[src/source/axi_burst_config.svh]
`ifndef AXI_BURST_CONFIG_SVH
`define AXI_BURST_CONFIG_SVH

// Bus widths
`define BRIDGE_ADDR_W 16
`define BRIDGE_DATA_W 32

// Max burst of 2**AXI_LEN_W beats, also the FIFO depth
`define AXI_LEN_W 4

`define BRIDGE_COUNT_W 12

// Cycles a partial burst may wait before it goes out
`define FLUSH_WAIT 15

`endif

[src/source/axi_pkg.sv]
`include "axi_burst_config.svh"

package axi_pkg;

   // Beats minus one, as carried on awlen and arlen
   typedef logic [`AXI_LEN_W-1:0] axi_len_t;

   typedef enum logic [1:0] {
      OKAY   = 2'b00,
      EXOKAY = 2'b01,
      SLVERR = 2'b10,
      DECERR = 2'b11
   } axi_resp_e;

endpackage

[src/source/bridge_pkg.sv]
`include "axi_burst_config.svh"

package bridge_pkg;

   typedef logic [`BRIDGE_DATA_W-1:0] word_t;
   typedef logic [`BRIDGE_DATA_W/8-1:0] strb_t;
   typedef logic [`BRIDGE_COUNT_W-1:0] count_t;

   typedef enum logic {
      DIR_READ  = 1'b0,
      DIR_WRITE = 1'b1
   } dir_e;

   // Byte address, or split up for the 4K page check
   typedef union packed {
      logic [`BRIDGE_ADDR_W-1:0] flat;
      struct packed {
         logic [3:0] page;
         logic [9:0] word;
         logic [1:0] offset;
      } fields;
   } bridge_addr_u;

endpackage

[src/source/sync_fifo.sv]
`timescale 1ns/1ns
`include "axi_burst_config.svh"

module sync_fifo #(
   parameter int WIDTH     = `BRIDGE_DATA_W,
   parameter int DEPTH_LOG = `AXI_LEN_W
) (
   input  logic                 clk_i,
   input  logic                 rst_i,
   input  logic                 push_i,
   input  logic [WIDTH-1:0]     push_data_i,
   output logic                 full_o,
   input  logic                 pop_i,
   output logic [WIDTH-1:0]     pop_data_o,
   output logic                 empty_o,
   output logic [DEPTH_LOG:0]   level_o
);

   localparam int DEPTH = 1 << DEPTH_LOG;

   logic [WIDTH-1:0]     mem [DEPTH];
   logic [DEPTH_LOG-1:0] wr_ptr;
   logic [DEPTH_LOG-1:0] rd_ptr;
   logic                 do_push;
   logic                 do_pop;

   // Level tops out at DEPTH, so the MSB alone marks full
   assign full_o     = level_o[DEPTH_LOG];
   assign empty_o    = level_o == '0;
   assign do_push    = push_i & ~full_o;
   assign do_pop     = pop_i & ~empty_o;
   assign pop_data_o = mem[rd_ptr];

   always_ff @(posedge clk_i) begin
      if (do_push) begin
         mem[wr_ptr] <= push_data_i;
      end
   end

   always_ff @(posedge clk_i, posedge rst_i) begin
      if (rst_i) begin
         wr_ptr  <= '0;
         rd_ptr  <= '0;
         level_o <= '0;
      end else begin
         if (do_push) begin
            wr_ptr <= wr_ptr + 1'b1;
         end
         if (do_pop) begin
            rd_ptr <= rd_ptr + 1'b1;
         end
         if (do_push && !do_pop) begin
            level_o <= level_o + 1'b1;
         end else if (do_pop && !do_push) begin
            level_o <= level_o - 1'b1;
         end
      end
   end

endmodule

[src/source/axi_read_engine.sv]
`timescale 1ns/1ns
`include "axi_burst_config.svh"

module axi_read_engine
   import axi_pkg::*, bridge_pkg::*;
(
   input  logic                      clk_i,
   input  logic                      rst_i,
   input  logic                      run_i,
   input  bridge_addr_u              addr_i,
   input  axi_len_t                  len_i,
   output logic                      ready_o,
   output logic                      error_o,
   output logic                      arvalid_o,
   input  logic                      arready_i,
   output logic [`BRIDGE_ADDR_W-1:0] araddr_o,
   output axi_len_t                  arlen_o,
   input  logic                      rvalid_i,
   output logic                      rready_o,
   input  word_t                     rdata_i,
   input  axi_resp_e                 rresp_i,
   input  logic                      rlast_i,
   output logic                      push_o,
   output word_t                     push_data_o
);

   localparam logic [1:0] ST_IDLE = 2'd0;
   localparam logic [1:0] ST_ADDR = 2'd1;
   localparam logic [1:0] ST_DATA = 2'd2;

   logic [1:0] state;
   logic       beat_ok;

   assign ready_o   = state == ST_IDLE;
   assign arvalid_o = state == ST_ADDR;
   // Space in the output FIFO was reserved before the burst went out
   assign rready_o    = state == ST_DATA;
   assign beat_ok     = rvalid_i & rready_o;
   assign push_o      = beat_ok;
   assign push_data_o = rdata_i;

   always_ff @(posedge clk_i) begin
      if (run_i && state == ST_IDLE) begin
         araddr_o <= addr_i.flat;
         arlen_o  <= len_i;
      end
   end

   always_ff @(posedge clk_i, posedge rst_i) begin
      if (rst_i) begin
         state   <= ST_IDLE;
         error_o <= 1'b0;
      end else begin
         // One cycle flag per bad beat
         error_o <= beat_ok && rresp_i != OKAY;
         case (state)
            ST_IDLE: begin
               if (run_i) begin
                  state <= ST_ADDR;
               end
            end
            ST_ADDR: begin
               if (arready_i) begin
                  state <= ST_DATA;
               end
            end
            ST_DATA: begin
               if (beat_ok && rlast_i) begin
                  state <= ST_IDLE;
               end
            end
            default: state <= ST_IDLE;
         endcase
      end
   end

endmodule

[src/source/axi_write_engine.sv]
`timescale 1ns/1ns
`include "axi_burst_config.svh"

module axi_write_engine
   import axi_pkg::*, bridge_pkg::*;
(
   input  logic                      clk_i,
   input  logic                      rst_i,
   input  logic                      run_i,
   input  bridge_addr_u              addr_i,
   input  axi_len_t                  len_i,
   output logic                      ready_o,
   output logic                      error_o,
   output logic                      awvalid_o,
   input  logic                      awready_i,
   output logic [`BRIDGE_ADDR_W-1:0] awaddr_o,
   output axi_len_t                  awlen_o,
   output logic                      wvalid_o,
   input  logic                      wready_i,
   output word_t                     wdata_o,
   output strb_t                     wstrb_o,
   output logic                      wlast_o,
   input  logic                      bvalid_i,
   output logic                      bready_o,
   input  axi_resp_e                 bresp_i,
   output logic                      pop_o,
   input  word_t                     pop_data_i,
   input  strb_t                     pop_strb_i
);

   localparam logic [1:0] ST_IDLE = 2'd0;
   localparam logic [1:0] ST_ADDR = 2'd1;
   localparam logic [1:0] ST_DATA = 2'd2;
   localparam logic [1:0] ST_RESP = 2'd3;

   logic [1:0] state;
   axi_len_t   beat;
   logic       beat_ok;

   assign ready_o   = state == ST_IDLE;
   assign awvalid_o = state == ST_ADDR;
   assign bready_o  = state == ST_RESP;

   // W payload comes straight from the FIFO head
   assign wvalid_o = state == ST_DATA;
   assign wdata_o  = pop_data_i;
   assign wstrb_o  = pop_strb_i;
   assign wlast_o  = wvalid_o && beat == awlen_o;
   assign beat_ok  = wvalid_o & wready_i;
   assign pop_o    = beat_ok;

   always_ff @(posedge clk_i) begin
      if (run_i && state == ST_IDLE) begin
         awaddr_o <= addr_i.flat;
         awlen_o  <= len_i;
      end
   end

   always_ff @(posedge clk_i, posedge rst_i) begin
      if (rst_i) begin
         state   <= ST_IDLE;
         beat    <= '0;
         error_o <= 1'b0;
      end else begin
         error_o <= bvalid_i && bready_o && bresp_i != OKAY;
         case (state)
            ST_IDLE: begin
               beat <= '0;
               if (run_i) begin
                  state <= ST_ADDR;
               end
            end
            ST_ADDR: begin
               if (awready_i) begin
                  state <= ST_DATA;
               end
            end
            ST_DATA: begin
               if (beat_ok) begin
                  beat <= beat + 1'b1;
                  if (wlast_o) begin
                     state <= ST_RESP;
                  end
               end
            end
            default: begin
               if (bvalid_i) begin
                  state <= ST_IDLE;
               end
            end
         endcase
      end
   end

endmodule

[src/source/axi_burst_bridge.sv]
`timescale 1ns/1ns
`include "axi_burst_config.svh"

module axi_burst_bridge
   import axi_pkg::*, bridge_pkg::*;
(
   input  logic                      clk_i,
   input  logic                      rst_i,
   input  logic                      run_i,
   input  dir_e                      dir_i,
   input  bridge_addr_u              addr_i,
   input  count_t                    count_i,
   output logic                      ready_o,
   output logic                      error_o,
   input  logic                      s_valid_i,
   input  word_t                     s_wdata_i,
   input  strb_t                     s_wstrb_i,
   output word_t                     s_rdata_o,
   output logic                      s_ready_o,
   output logic                      awvalid_o,
   input  logic                      awready_i,
   output logic [`BRIDGE_ADDR_W-1:0] awaddr_o,
   output axi_len_t                  awlen_o,
   output logic                      wvalid_o,
   input  logic                      wready_i,
   output word_t                     wdata_o,
   output strb_t                     wstrb_o,
   output logic                      wlast_o,
   input  logic                      bvalid_i,
   output logic                      bready_o,
   input  axi_resp_e                 bresp_i,
   output logic                      arvalid_o,
   input  logic                      arready_i,
   output logic [`BRIDGE_ADDR_W-1:0] araddr_o,
   output axi_len_t                  arlen_o,
   input  logic                      rvalid_i,
   output logic                      rready_o,
   input  word_t                     rdata_i,
   input  axi_resp_e                 rresp_i,
   input  logic                      rlast_i
);

   localparam int STRB_W  = `BRIDGE_DATA_W / 8;
   localparam int BEAT_W  = `AXI_LEN_W + 1;
   localparam int FLUSH_W = $clog2(`FLUSH_WAIT + 1);
   localparam logic [BEAT_W-1:0] MAX_BEATS = BEAT_W'(1 << `AXI_LEN_W);

   logic                      busy_q;
   dir_e                      dir_q;
   bridge_addr_u              cur_addr;
   count_t                    remaining;
   logic [FLUSH_W-1:0]        flush_cnt;
   logic                      err_q;
   logic                      run_ok;
   logic                      in_full, out_empty;
   logic [BEAT_W-1:0]         in_level, out_level, avail;
   logic [`BRIDGE_DATA_W+STRB_W-1:0] in_head;
   logic                      wr_pop, rd_push;
   word_t                     rd_push_data;
   logic                      rd_ready, wr_ready, rd_err, wr_err;
   logic                      eng_ready, flush_done, issue;
   logic [10:0]               page_left;
   logic [BEAT_W-1:0]         limit, burst_words;
   axi_len_t                  burst_len;
   logic [13:0]               next_word;

   assign ready_o   = ~busy_q;
   assign error_o   = err_q;
   assign run_ok    = run_i & ~busy_q;
   assign s_ready_o = |s_wstrb_i ? ~in_full : ~out_empty;

   sync_fifo #(.WIDTH(`BRIDGE_DATA_W + STRB_W), .DEPTH_LOG(`AXI_LEN_W)) in_fifo_i (
      .clk_i      (clk_i),
      .rst_i      (rst_i),
      .push_i     (s_valid_i & |s_wstrb_i),
      .push_data_i({s_wdata_i, s_wstrb_i}),
      .full_o     (in_full),
      .pop_i      (wr_pop),
      .pop_data_o (in_head),
      .empty_o    (),
      .level_o    (in_level)
   );

   sync_fifo #(.WIDTH(`BRIDGE_DATA_W), .DEPTH_LOG(`AXI_LEN_W)) out_fifo_i (
      .clk_i      (clk_i),
      .rst_i      (rst_i),
      .push_i     (rd_push),
      .push_data_i(rd_push_data),
      .full_o     (),
      .pop_i      (s_valid_i & ~|s_wstrb_i),
      .pop_data_o (s_rdata_o),
      .empty_o    (out_empty),
      .level_o    (out_level)
   );

   // Burst planner
   assign avail = (dir_q == DIR_WRITE) ? in_level : MAX_BEATS - out_level;
   assign eng_ready  = (dir_q == DIR_WRITE) ? wr_ready : rd_ready;
   assign page_left  = 11'd1024 - {1'b0, cur_addr.fields.word};
   assign flush_done = flush_cnt == FLUSH_W'(`FLUSH_WAIT);

   always_comb begin
      limit = MAX_BEATS;
      if (remaining < count_t'(limit)) begin
         limit = remaining[BEAT_W-1:0];
      end
      if (page_left < 11'(limit)) begin
         limit = page_left[BEAT_W-1:0];
      end
      burst_words = (avail < limit) ? avail : limit;
   end

   // A full input FIFO or empty output FIFO always covers the limit
   assign issue = busy_q && remaining != '0 && eng_ready && burst_words != '0 &&
                  (avail >= limit || flush_done);
   assign burst_len = axi_len_t'(burst_words - 1'b1);
   assign next_word = {cur_addr.fields.page, cur_addr.fields.word} + 14'(burst_words);

   always_ff @(posedge clk_i, posedge rst_i) begin
      if (rst_i) begin
         busy_q    <= 1'b0;
         dir_q     <= DIR_READ;
         cur_addr  <= '0;
         remaining <= '0;
         flush_cnt <= '0;
         err_q     <= 1'b0;
      end else if (run_ok) begin
         busy_q    <= 1'b1;
         dir_q     <= dir_i;
         cur_addr  <= {addr_i.flat[`BRIDGE_ADDR_W-1:2], 2'b00};
         remaining <= count_i;
         flush_cnt <= '0;
         err_q     <= 1'b0;
      end else begin
         err_q <= err_q | rd_err | wr_err;
         if (issue) begin
            cur_addr  <= {next_word, 2'b00};
            remaining <= remaining - count_t'(burst_words);
            flush_cnt <= '0;
         end else if (busy_q && eng_ready && avail != '0 && !flush_done) begin
            flush_cnt <= flush_cnt + 1'b1;
         end
         // Done once the last burst has fully drained
         if (busy_q && remaining == '0 && rd_ready && wr_ready) begin
            busy_q <= 1'b0;
         end
      end
   end

   axi_read_engine rd_engine_i (
      .clk_i(clk_i), .rst_i(rst_i),
      .run_i(issue & (dir_q == DIR_READ)), .addr_i(cur_addr), .len_i(burst_len),
      .ready_o(rd_ready), .error_o(rd_err),
      .arvalid_o(arvalid_o), .arready_i(arready_i), .araddr_o(araddr_o), .arlen_o(arlen_o),
      .rvalid_i(rvalid_i), .rready_o(rready_o), .rdata_i(rdata_i), .rresp_i(rresp_i),
      .rlast_i(rlast_i), .push_o(rd_push), .push_data_o(rd_push_data)
   );

   axi_write_engine wr_engine_i (
      .clk_i(clk_i), .rst_i(rst_i),
      .run_i(issue & (dir_q == DIR_WRITE)), .addr_i(cur_addr), .len_i(burst_len),
      .ready_o(wr_ready), .error_o(wr_err),
      .awvalid_o(awvalid_o), .awready_i(awready_i), .awaddr_o(awaddr_o), .awlen_o(awlen_o),
      .wvalid_o(wvalid_o), .wready_i(wready_i), .wdata_o(wdata_o), .wstrb_o(wstrb_o),
      .wlast_o(wlast_o), .bvalid_i(bvalid_i), .bready_o(bready_o), .bresp_i(bresp_i),
      .pop_o(wr_pop), .pop_data_i(in_head[STRB_W +: `BRIDGE_DATA_W]),
      .pop_strb_i(in_head[STRB_W-1:0])
   );

endmodule

[config.mk]
export PLATFORM = sky130hd
export DESIGN_NAME = axi_burst_bridge
export DESIGN_NICKNAME = d
export VERILOG_FILES = /design/src/source/axi_pkg.sv /design/src/source/bridge_pkg.sv /design/src/source/sync_fifo.sv /design/src/source/axi_read_engine.sv /design/src/source/axi_write_engine.sv /design/src/source/axi_burst_bridge.sv
export VERILOG_INCLUDE_DIRS = /design/src /design/src/source
export SDC_FILE = /design/constraint.sdc
export NUM_CORES = 1
export LEC_CHECK = 0
export BUFFER_PORTS_ARGS = -buffer_cell sky130_fd_sc_hd__buf_2
export CORE_ASPECT_RATIO = 1.75
export CORE_MARGIN = 8
export CORE_UTILIZATION = 40
export DETAILED_ROUTE_END_ITERATION = 7
export HOLD_SLACK_MARGIN = 0.15
export SKIP_CTS_REPAIR_TIMING = 1
export SLEW_MARGIN = 20
export SYNTH_ARGS = -nofsm -noshare
export SYNTH_HDL_FRONTEND = slang
export SYNTH_SLANG_ARGS = --single-unit
[constraint.sdc]
create_clock -name clk_i -period 9.51 [get_ports clk_i]
set_input_delay 0.951 -clock clk_i [delete_from_list [all_inputs] [get_ports clk_i]]
set_output_delay 0.951 -clock clk_i [all_outputs]
set_load 0.05 [all_outputs]
==> run_results.csv, run 1 <==
group,metric,value,unit
worst_setup_path,crit_path_max_fanout,8,
logic_synthesis,ys_seq_area_frac,0.758,
logic_synthesis,synth-edff-count,1124,
grt,grt_antenna_before_repair,17,
timing,slew_violations,0,
final_layout,final_nets,2578,
timing,hold_violations,0,
worst_setup_path,r2r_cells,24,
floorplanning,io_pins,228,
worst_setup_path,worst_ep_arrival_time,7.58,ns
pwr,pwr-share-clk,0.244,
logic_synthesis,syn_inst,2144,
pwr,power_frac_comb,0.364,
routing,dr.pass1.iters,5,
clock_network,clock-sinks,1193,
final_layout,final_common_cell,"edfxtp_1",
pwr,power_switching,5.99,mW
pwr,peakVddDrop,253,µV
logic_synthesis,synth.distinct_cells,65,
grt,grt_pass1_wl,157,mm
pwr,powerDensity,314,mW/mm²
floorplanning,die-area,0.129,mm²
placed_design,pre_cts_slack,2.81,ns
timing,skew,0.0240,ns
final_layout,most-common-layout-cells,"edfxtp_1 (1,124), mux4_2 (340), buf_2 (221)",
floorplanning,core-area,0.117,mm²
worst_setup_path,r2r_start,"remaining[7]",
timing,worst_pin_slew,1.10,ns
timing,final-setup-viol-count,0,
timing,relSlewSlack,0.267,
pwr,intPower,10.8,mW
routing,route.detailed.drc,0,
final_layout,seq_area,0.0355,mm²
clock_network,clockBufferDepth,3,
placed_design,hpwl,58.6,mm
clock_network,cts_tree,"done",
worst_setup_path,r2r-end,"remaining[9]",
routing,drt_wl_total,106,mm
logic_synthesis,synth_ff_type,"edfxtp_1",
worst_setup_path,rrSetupSlack,2.54,ns
worst_setup_path,startpoint_type,"flop",
routing,vias_per_cell,5.49,
grt,grt_max_degree,103,
placed_design,port_buffers,221,
floorplanning,rows,166,
logic_synthesis,ys.warnings.count,0,
grt,grt_pass1_vias,24300,
logic_synthesis,ys_async_sr_fraction,0.0578,
job,cap_violations,0,
logic_synthesis,synth.cell_area,0.0468,mm²
pwr,p_leak,17.2,nW
clock_network,h-tree-depth,3,
floorplanning,die_y,469,µm
timing,max_freq,0.144,GHz
status,status,"finished clean",
final_layout,fillers,9660,
logic_synthesis,syn-mean-instance-area,21.8,µm²
worst_hold_path,hp-class,"in -> async",
clock_network,cts_buffers,104,
timing,finalSetupTns,0,ns
routing,vias,22100,
timing,finalCriticalPeriod,6.97,ns
timing,rsz0062_at_grt,"false",
final_layout,syn2layout_area_growth,14.1,%
worst_setup_path,critPathLaunch,"remaining[7]",
worst_setup_path,end_kind,"flop",
worst_setup_path,cp.required,10.12,ns
clock_network,clk_pin_slew,0.07,ns
timing,period_share,0.733,
floorplanning,die_w,275,µm
placed_design,gp_congestion,0.812,
pwr,seq_power_share,0.392,
pwr,swShare,0.357,
timing,layout_setup_ws,2.54,ns
clock_network,clk_latency,0.73,ns
routing,wl_per_cell,26.4,µm
grt,grt_usage,0.166,
final_layout,layout-drive-gt1-share,0.332,
logic_synthesis,synth-seq-cells,1193,
final_layout,multi_input_area,0.0111,mm²
routing,drt_iter0_drc,1803,
clock_network,cts_root_buffer,"clkbuf_16",
floorplanning,start_util,0.402,
routing,ant_nets,0,
grt,overflow,0,
worst_setup_path,crit_type,"reg -> reg",
critical path: stages, from the launching register on:
cell	delay (ns)
dfrtp_1	0.43
nor4_2	0.39
and3_1	0.37
nand2_1	0.17
ha_1	0.26
nor4b_1	0.38
nand4_1	0.22
a221o_1	0.43
o211ai_1	0.20
o21ai_0	0.23
ha_1	0.30
nor3_1	0.32
o211a_1	0.26
nor2_1	0.11
o21ai_0	0.54
inv_1	0.18
ha_1	0.24
a211oi_1	0.27
o2111ai_1	0.16
o2111ai_1	0.15
o31ai_1	0.12
maj3_1	0.41
a21oi_2	0.34
o21ai_0	0.15
a31oi_1	0.23
cell type report:
| class | count | share of cell area |
|---|---|---|
| Antenna cell | 5 | 0.000234 |
| Clock buffer | 128 | 0.0511 |
| Clock inverter | 67 | 0.0106 |
| Inverter | 36 | 0.00255 |
| Multi-Input combinational cell | 819 | 0.207 |
| Sequential cell | 1193 | 0.664 |
| Tap cell | 1512 | 0.0354 |
| Timing Repair Buffer | 271 | 0.0288 |
worst max-delay path by stage:
stage | to | slack, ns | depth (start not counted)
2_1_floorplan | remaining[3] | 4.01 | 25
3_3_place_gp | remaining[3] | 2.96 | 24
3_5_place_dp | remaining[9] | 2.81 | 24
4_1_cts | remaining[9] | 2.75 | 24
5_1_grt | remaining[9] | 2.07 | 25
6_report | remaining[9] | 2.54 | 24
registers in the layout, summed over array words and instances, names as in the netlist, 5 cells and up:
signal,cells
in_fifo_i.mem,576
out_fifo_i.mem,512
cur_addr,14
rd_engine_i.araddr_o,14
wr_engine_i.awaddr_o,14
remaining,12
in_fifo_i.level_o,5
out_fifo_i.level_o,5
cell usage after synthesis (3+ instances only):
library cell / n / area [µm²]
mux4_2: 340 / 7660
inv_1: 36 / 135
o2111ai_1: 3 / 26.3
a31oi_1: 12 / 75.1
buf_1: 29 / 109
nand2_1: 71 / 267
clkbuf_1: 65 / 244
or4_1: 3 / 22.5
ha_1: 40 / 500
nor2_1: 62 / 233
nand4_1: 11 / 68.8
or2_2: 5 / 31.3
xor2_1: 23 / 201
edfxtp_1: 1124 / 33800
dfrtp_1: 69 / 1730
a211oi_1: 5 / 37.5
mux2i_1: 10 / 100
o31ai_1: 7 / 52.6
a21o_1: 8 / 60.1
mux2_2: 4 / 45.0
xnor2_1: 34 / 298
or3_1: 7 / 43.8
nor4_1: 3 / 18.8
a21oi_1: 21 / 105
and2_1: 3 / 18.8
nor3_1: 16 / 80.1
o21ai_1: 3 / 15.0
nand2b_1: 6 / 37.5
o21ai_0: 48 / 240
o21a_1: 5 / 37.5
buf_4: 4 / 30.0
and3_1: 6 / 37.5
nor2b_1: 7 / 43.8
nand3_1: 10 / 50.1
o211ai_1: 3 / 22.5
per-stage QoR:
stage               power (mW)  std cells  utilization  area [µm²]  hold slack [ns]
CTS                       17.0       4024        0.458       53400            0.396
finish                    16.8       4031        0.459       53400            0.406
global placement          12.7       3829        0.430       50100            0.473
global route              17.6       4027        0.459       53400            0.436
floorplan                 11.3       2147            -       46800            0.441
detailed placement        12.9       3829        0.430       50100            0.459
routing by layer:
layer | global-route usage | vias to the layer above | routed length, µm | part of all wire
met5 | 0 | - | 149 | 0.0014
met4 | 0.0550 | 22 | 2610 | 0.025
met3 | 0.0338 | 190 | 6180 | 0.058
met2 | 0.309 | 614 | 58000 | 0.55
met1 | 0.187 | 11800 | 39300 | 0.37
li1 | - | 9505 | - | -
kinds of logic after synthesis:
| logic type | after synthesis | share of synthesized area |
|---|---|---|
| AOI/OAI and AO/OA | 135 | 0.0183 |
| xor gates and xnor gates | 57 | 0.0107 |
| adders and majority gates | 43 | 0.0118 |
| and+or+nand+nor | 223 | 0.0230 |
| buffers and inverters | 135 | 0.0112 |
| muxes | 357 | 0.168 |
| DFF | 1193 | 0.758 |
| other | 1 | 0.0000801 |
power groups by stage:
stage	registers, mW	clock network [mW]	logic, mW
global placement	6.73	0	6.01
global route	6.65	4.37	6.58
detailed placement	6.76	0	6.12
CTS	6.64	4.19	6.14
finish	6.58	4.09	6.11
floorplan	6.73	0	4.53
Power figures use the tool's default switching activity.
==> run 2, diff against run 1 <==
- clock period: 9.51 -> 5.85 ns (I/O delays scaled with it)
==> run_results.csv, run 2 (same netlist as run 1, synthesis figures left out) <==
group,metric,value,unit
final_layout,final_nets,2614,
timing,relSlewSlack,0.332,
clock_network,cts_root_buffer,"clkbuf_16",
final_layout,most-common-layout-cells,"edfxtp_1 (1,124), mux4_2 (340), buf_2 (221)",
grt,overflow,0,
routing,drt_iter0_drc,1962,
clock_network,clockBufferDepth,3,
worst_hold_path,hp-class,"in -> reg",
routing,vias,22400,
final_layout,syn2layout_area_growth,15.0,%
timing,period_share,0.974,
timing,rsz0062_at_grt,"true",
worst_setup_path,end_kind,"flop",
grt,grt_pass1_vias,23900,
floorplanning,core-area,0.117,mm²
timing,final-setup-viol-count,0,
pwr,p_leak,17.4,nW
grt,grt_max_degree,97,
timing,max_freq,0.176,GHz
timing,whs,0.156,ns
grt,grt_pass1_wl,157,mm
final_layout,seq_area,0.0355,mm²
timing,hold_violations,0,
clock_network,h-tree-depth,3,
worst_setup_path,cp.required,6.46,ns
final_layout,layout-drive-gt1-share,0.335,
grt,grt_usage,0.166,
timing,worst_pin_slew,1.00,ns
placed_design,dp.cells,3846,
worst_setup_path,cp_top_family,"simple AND/OR/NAND/NOR gates",
final_layout,finalNonFillerCells,4074,
routing,drt_wl_total,107,mm
worst_setup_path,crit_type,"reg -> reg",
final_layout,fillers,9600,
worst_setup_path,crit_chain,"nor4_2, and3_4, nand2_1, ha_1, nor4b_2, nand4_1, a221o_1, a21o_2, o21ai_4, ha_2, nor3_4, o211a_1, nor2_4, buf_4, nand2_1, o21ai_1, inv_1, ha_1, or3_4, or3_4, or4b_1, a31oi_1",
status,status,"finished clean",
clock_network,clock-sinks,1193,
worst_setup_path,cpPeakStageDelay,0.48,ns
worst_setup_path,crit_path_max_fanout,7,
worst_setup_path,critPathSlowestCell,"or4b_1",
floorplanning,die_w,275,µm
placed_design,port_buffers,221,
pwr,peakVddDrop,345,µV
clock_network,clk_pin_slew,0.07,ns
floorplanning,io_pins,228,
clock_network,cts_buffers,102,
routing,ant_nets,0,
clock_network,cts_tree,"done",
clock_network,clk_latency,0.71,ns
placed_design,hpwl,62.6,mm
pwr,powerDensity,515,mW/mm²
floorplanning,die-area,0.129,mm²
final_layout,final_common_cell,"edfxtp_1",
routing,vias_per_cell,5.51,
worst_setup_path,worst_ep_arrival_time,6.30,ns
timing,slew_violations,0,
final_layout,multi_input_area,0.0112,mm²
timing,finalCriticalPeriod,5.70,ns
routing,route.detailed.drc,0,
worst_setup_path,startpoint_type,"flop",
placed_design,gp_congestion,0.842,
timing,skew,0.0299,ns
final_layout,largest_registers,"in_fifo_i.mem x576, out_fifo_i.mem x512",
final_layout,largest_reg_flops,576,
floorplanning,start_util,0.402,
final_layout,regMostFlops,"in_fifo_i.mem",
final_layout,post-route-util,0.462,
routing,dr.pass1.iters,6,
floorplanning,rows,166,
floorplanning,die_y,469,µm
job,cap_violations,0,
routing,wl_per_cell,26.4,µm
grt,grt_antenna_before_repair,18,
worst_setup_path,path_buf_inv,2,
-- run 2: path summary, 6_finish.rpt --
check	startpoint	end	slack, ns	cells past startpoint
worst max-delay path	remaining[4]	remaining[11]	0.15	22
max in group asynchronous	rst_i	out_fifo_i.rd_ptr[0]	4.89	3
worst min register to register	in_fifo_i.rd_ptr[3]	in_fifo_i.rd_ptr[3]	0.47	1
min in group asynchronous	rst_i	in_fifo_i.rd_ptr[1]	0.19	3
worst min-delay path	addr_i[2]	cur_addr[2]	0.16	3
worst max register to register	remaining[4]	remaining[11]	0.15	22
-- run 2: layer usage --
layer / wire [µm] / vias to the layer above / global-route usage
li1: - / 9584 / -
met1: 39400 / 12000 / 0.188
met2: 58400 / 660 / 0.306
met3: 6920 / 187 / 0.0391
met4: 2700 / 12 / 0.0554
met5: 80 / - / 0
-- run 2: stage by stage --
stage	instance area (µm²)	total power, mW	setup TNS [ns]	setup WS [ns]
floorplan	46800	18.3	0	0.346
global placement	50200	20.9	-0.0246	-0.0246
detailed placement	50200	21.2	-1.85	-0.279
CTS	53500	27.9	-2.72	-0.329
global route	53800	29.0	-0.491	-0.103
finish	53900	27.8	0	0.154
-- run 2: tightest hold or removal path, cell delays in order --
cell	delay [ns]
buf_2	0.08
nand2_1	0.06
o21ai_0	0.08
-- run 2: power by group --
part / internal, mW / switching, mW / total (mW)
sequential: 10.1 / 0.751 / 10.9
combinational: 4.11 / 6.12 / 10.2
clock: 3.64 / 3.04 / 6.68
-- run 2: area by class of cell --
cell class,instances,area share
sequential,1193,0.659
clock buffer,130,0.0507
tap,1512,0.0351
multi-input combinational,819,0.207
inverter,36,0.00253
clock inverter,62,0.0103
antenna,13,0.000604
timing repair buffer,309,0.0346
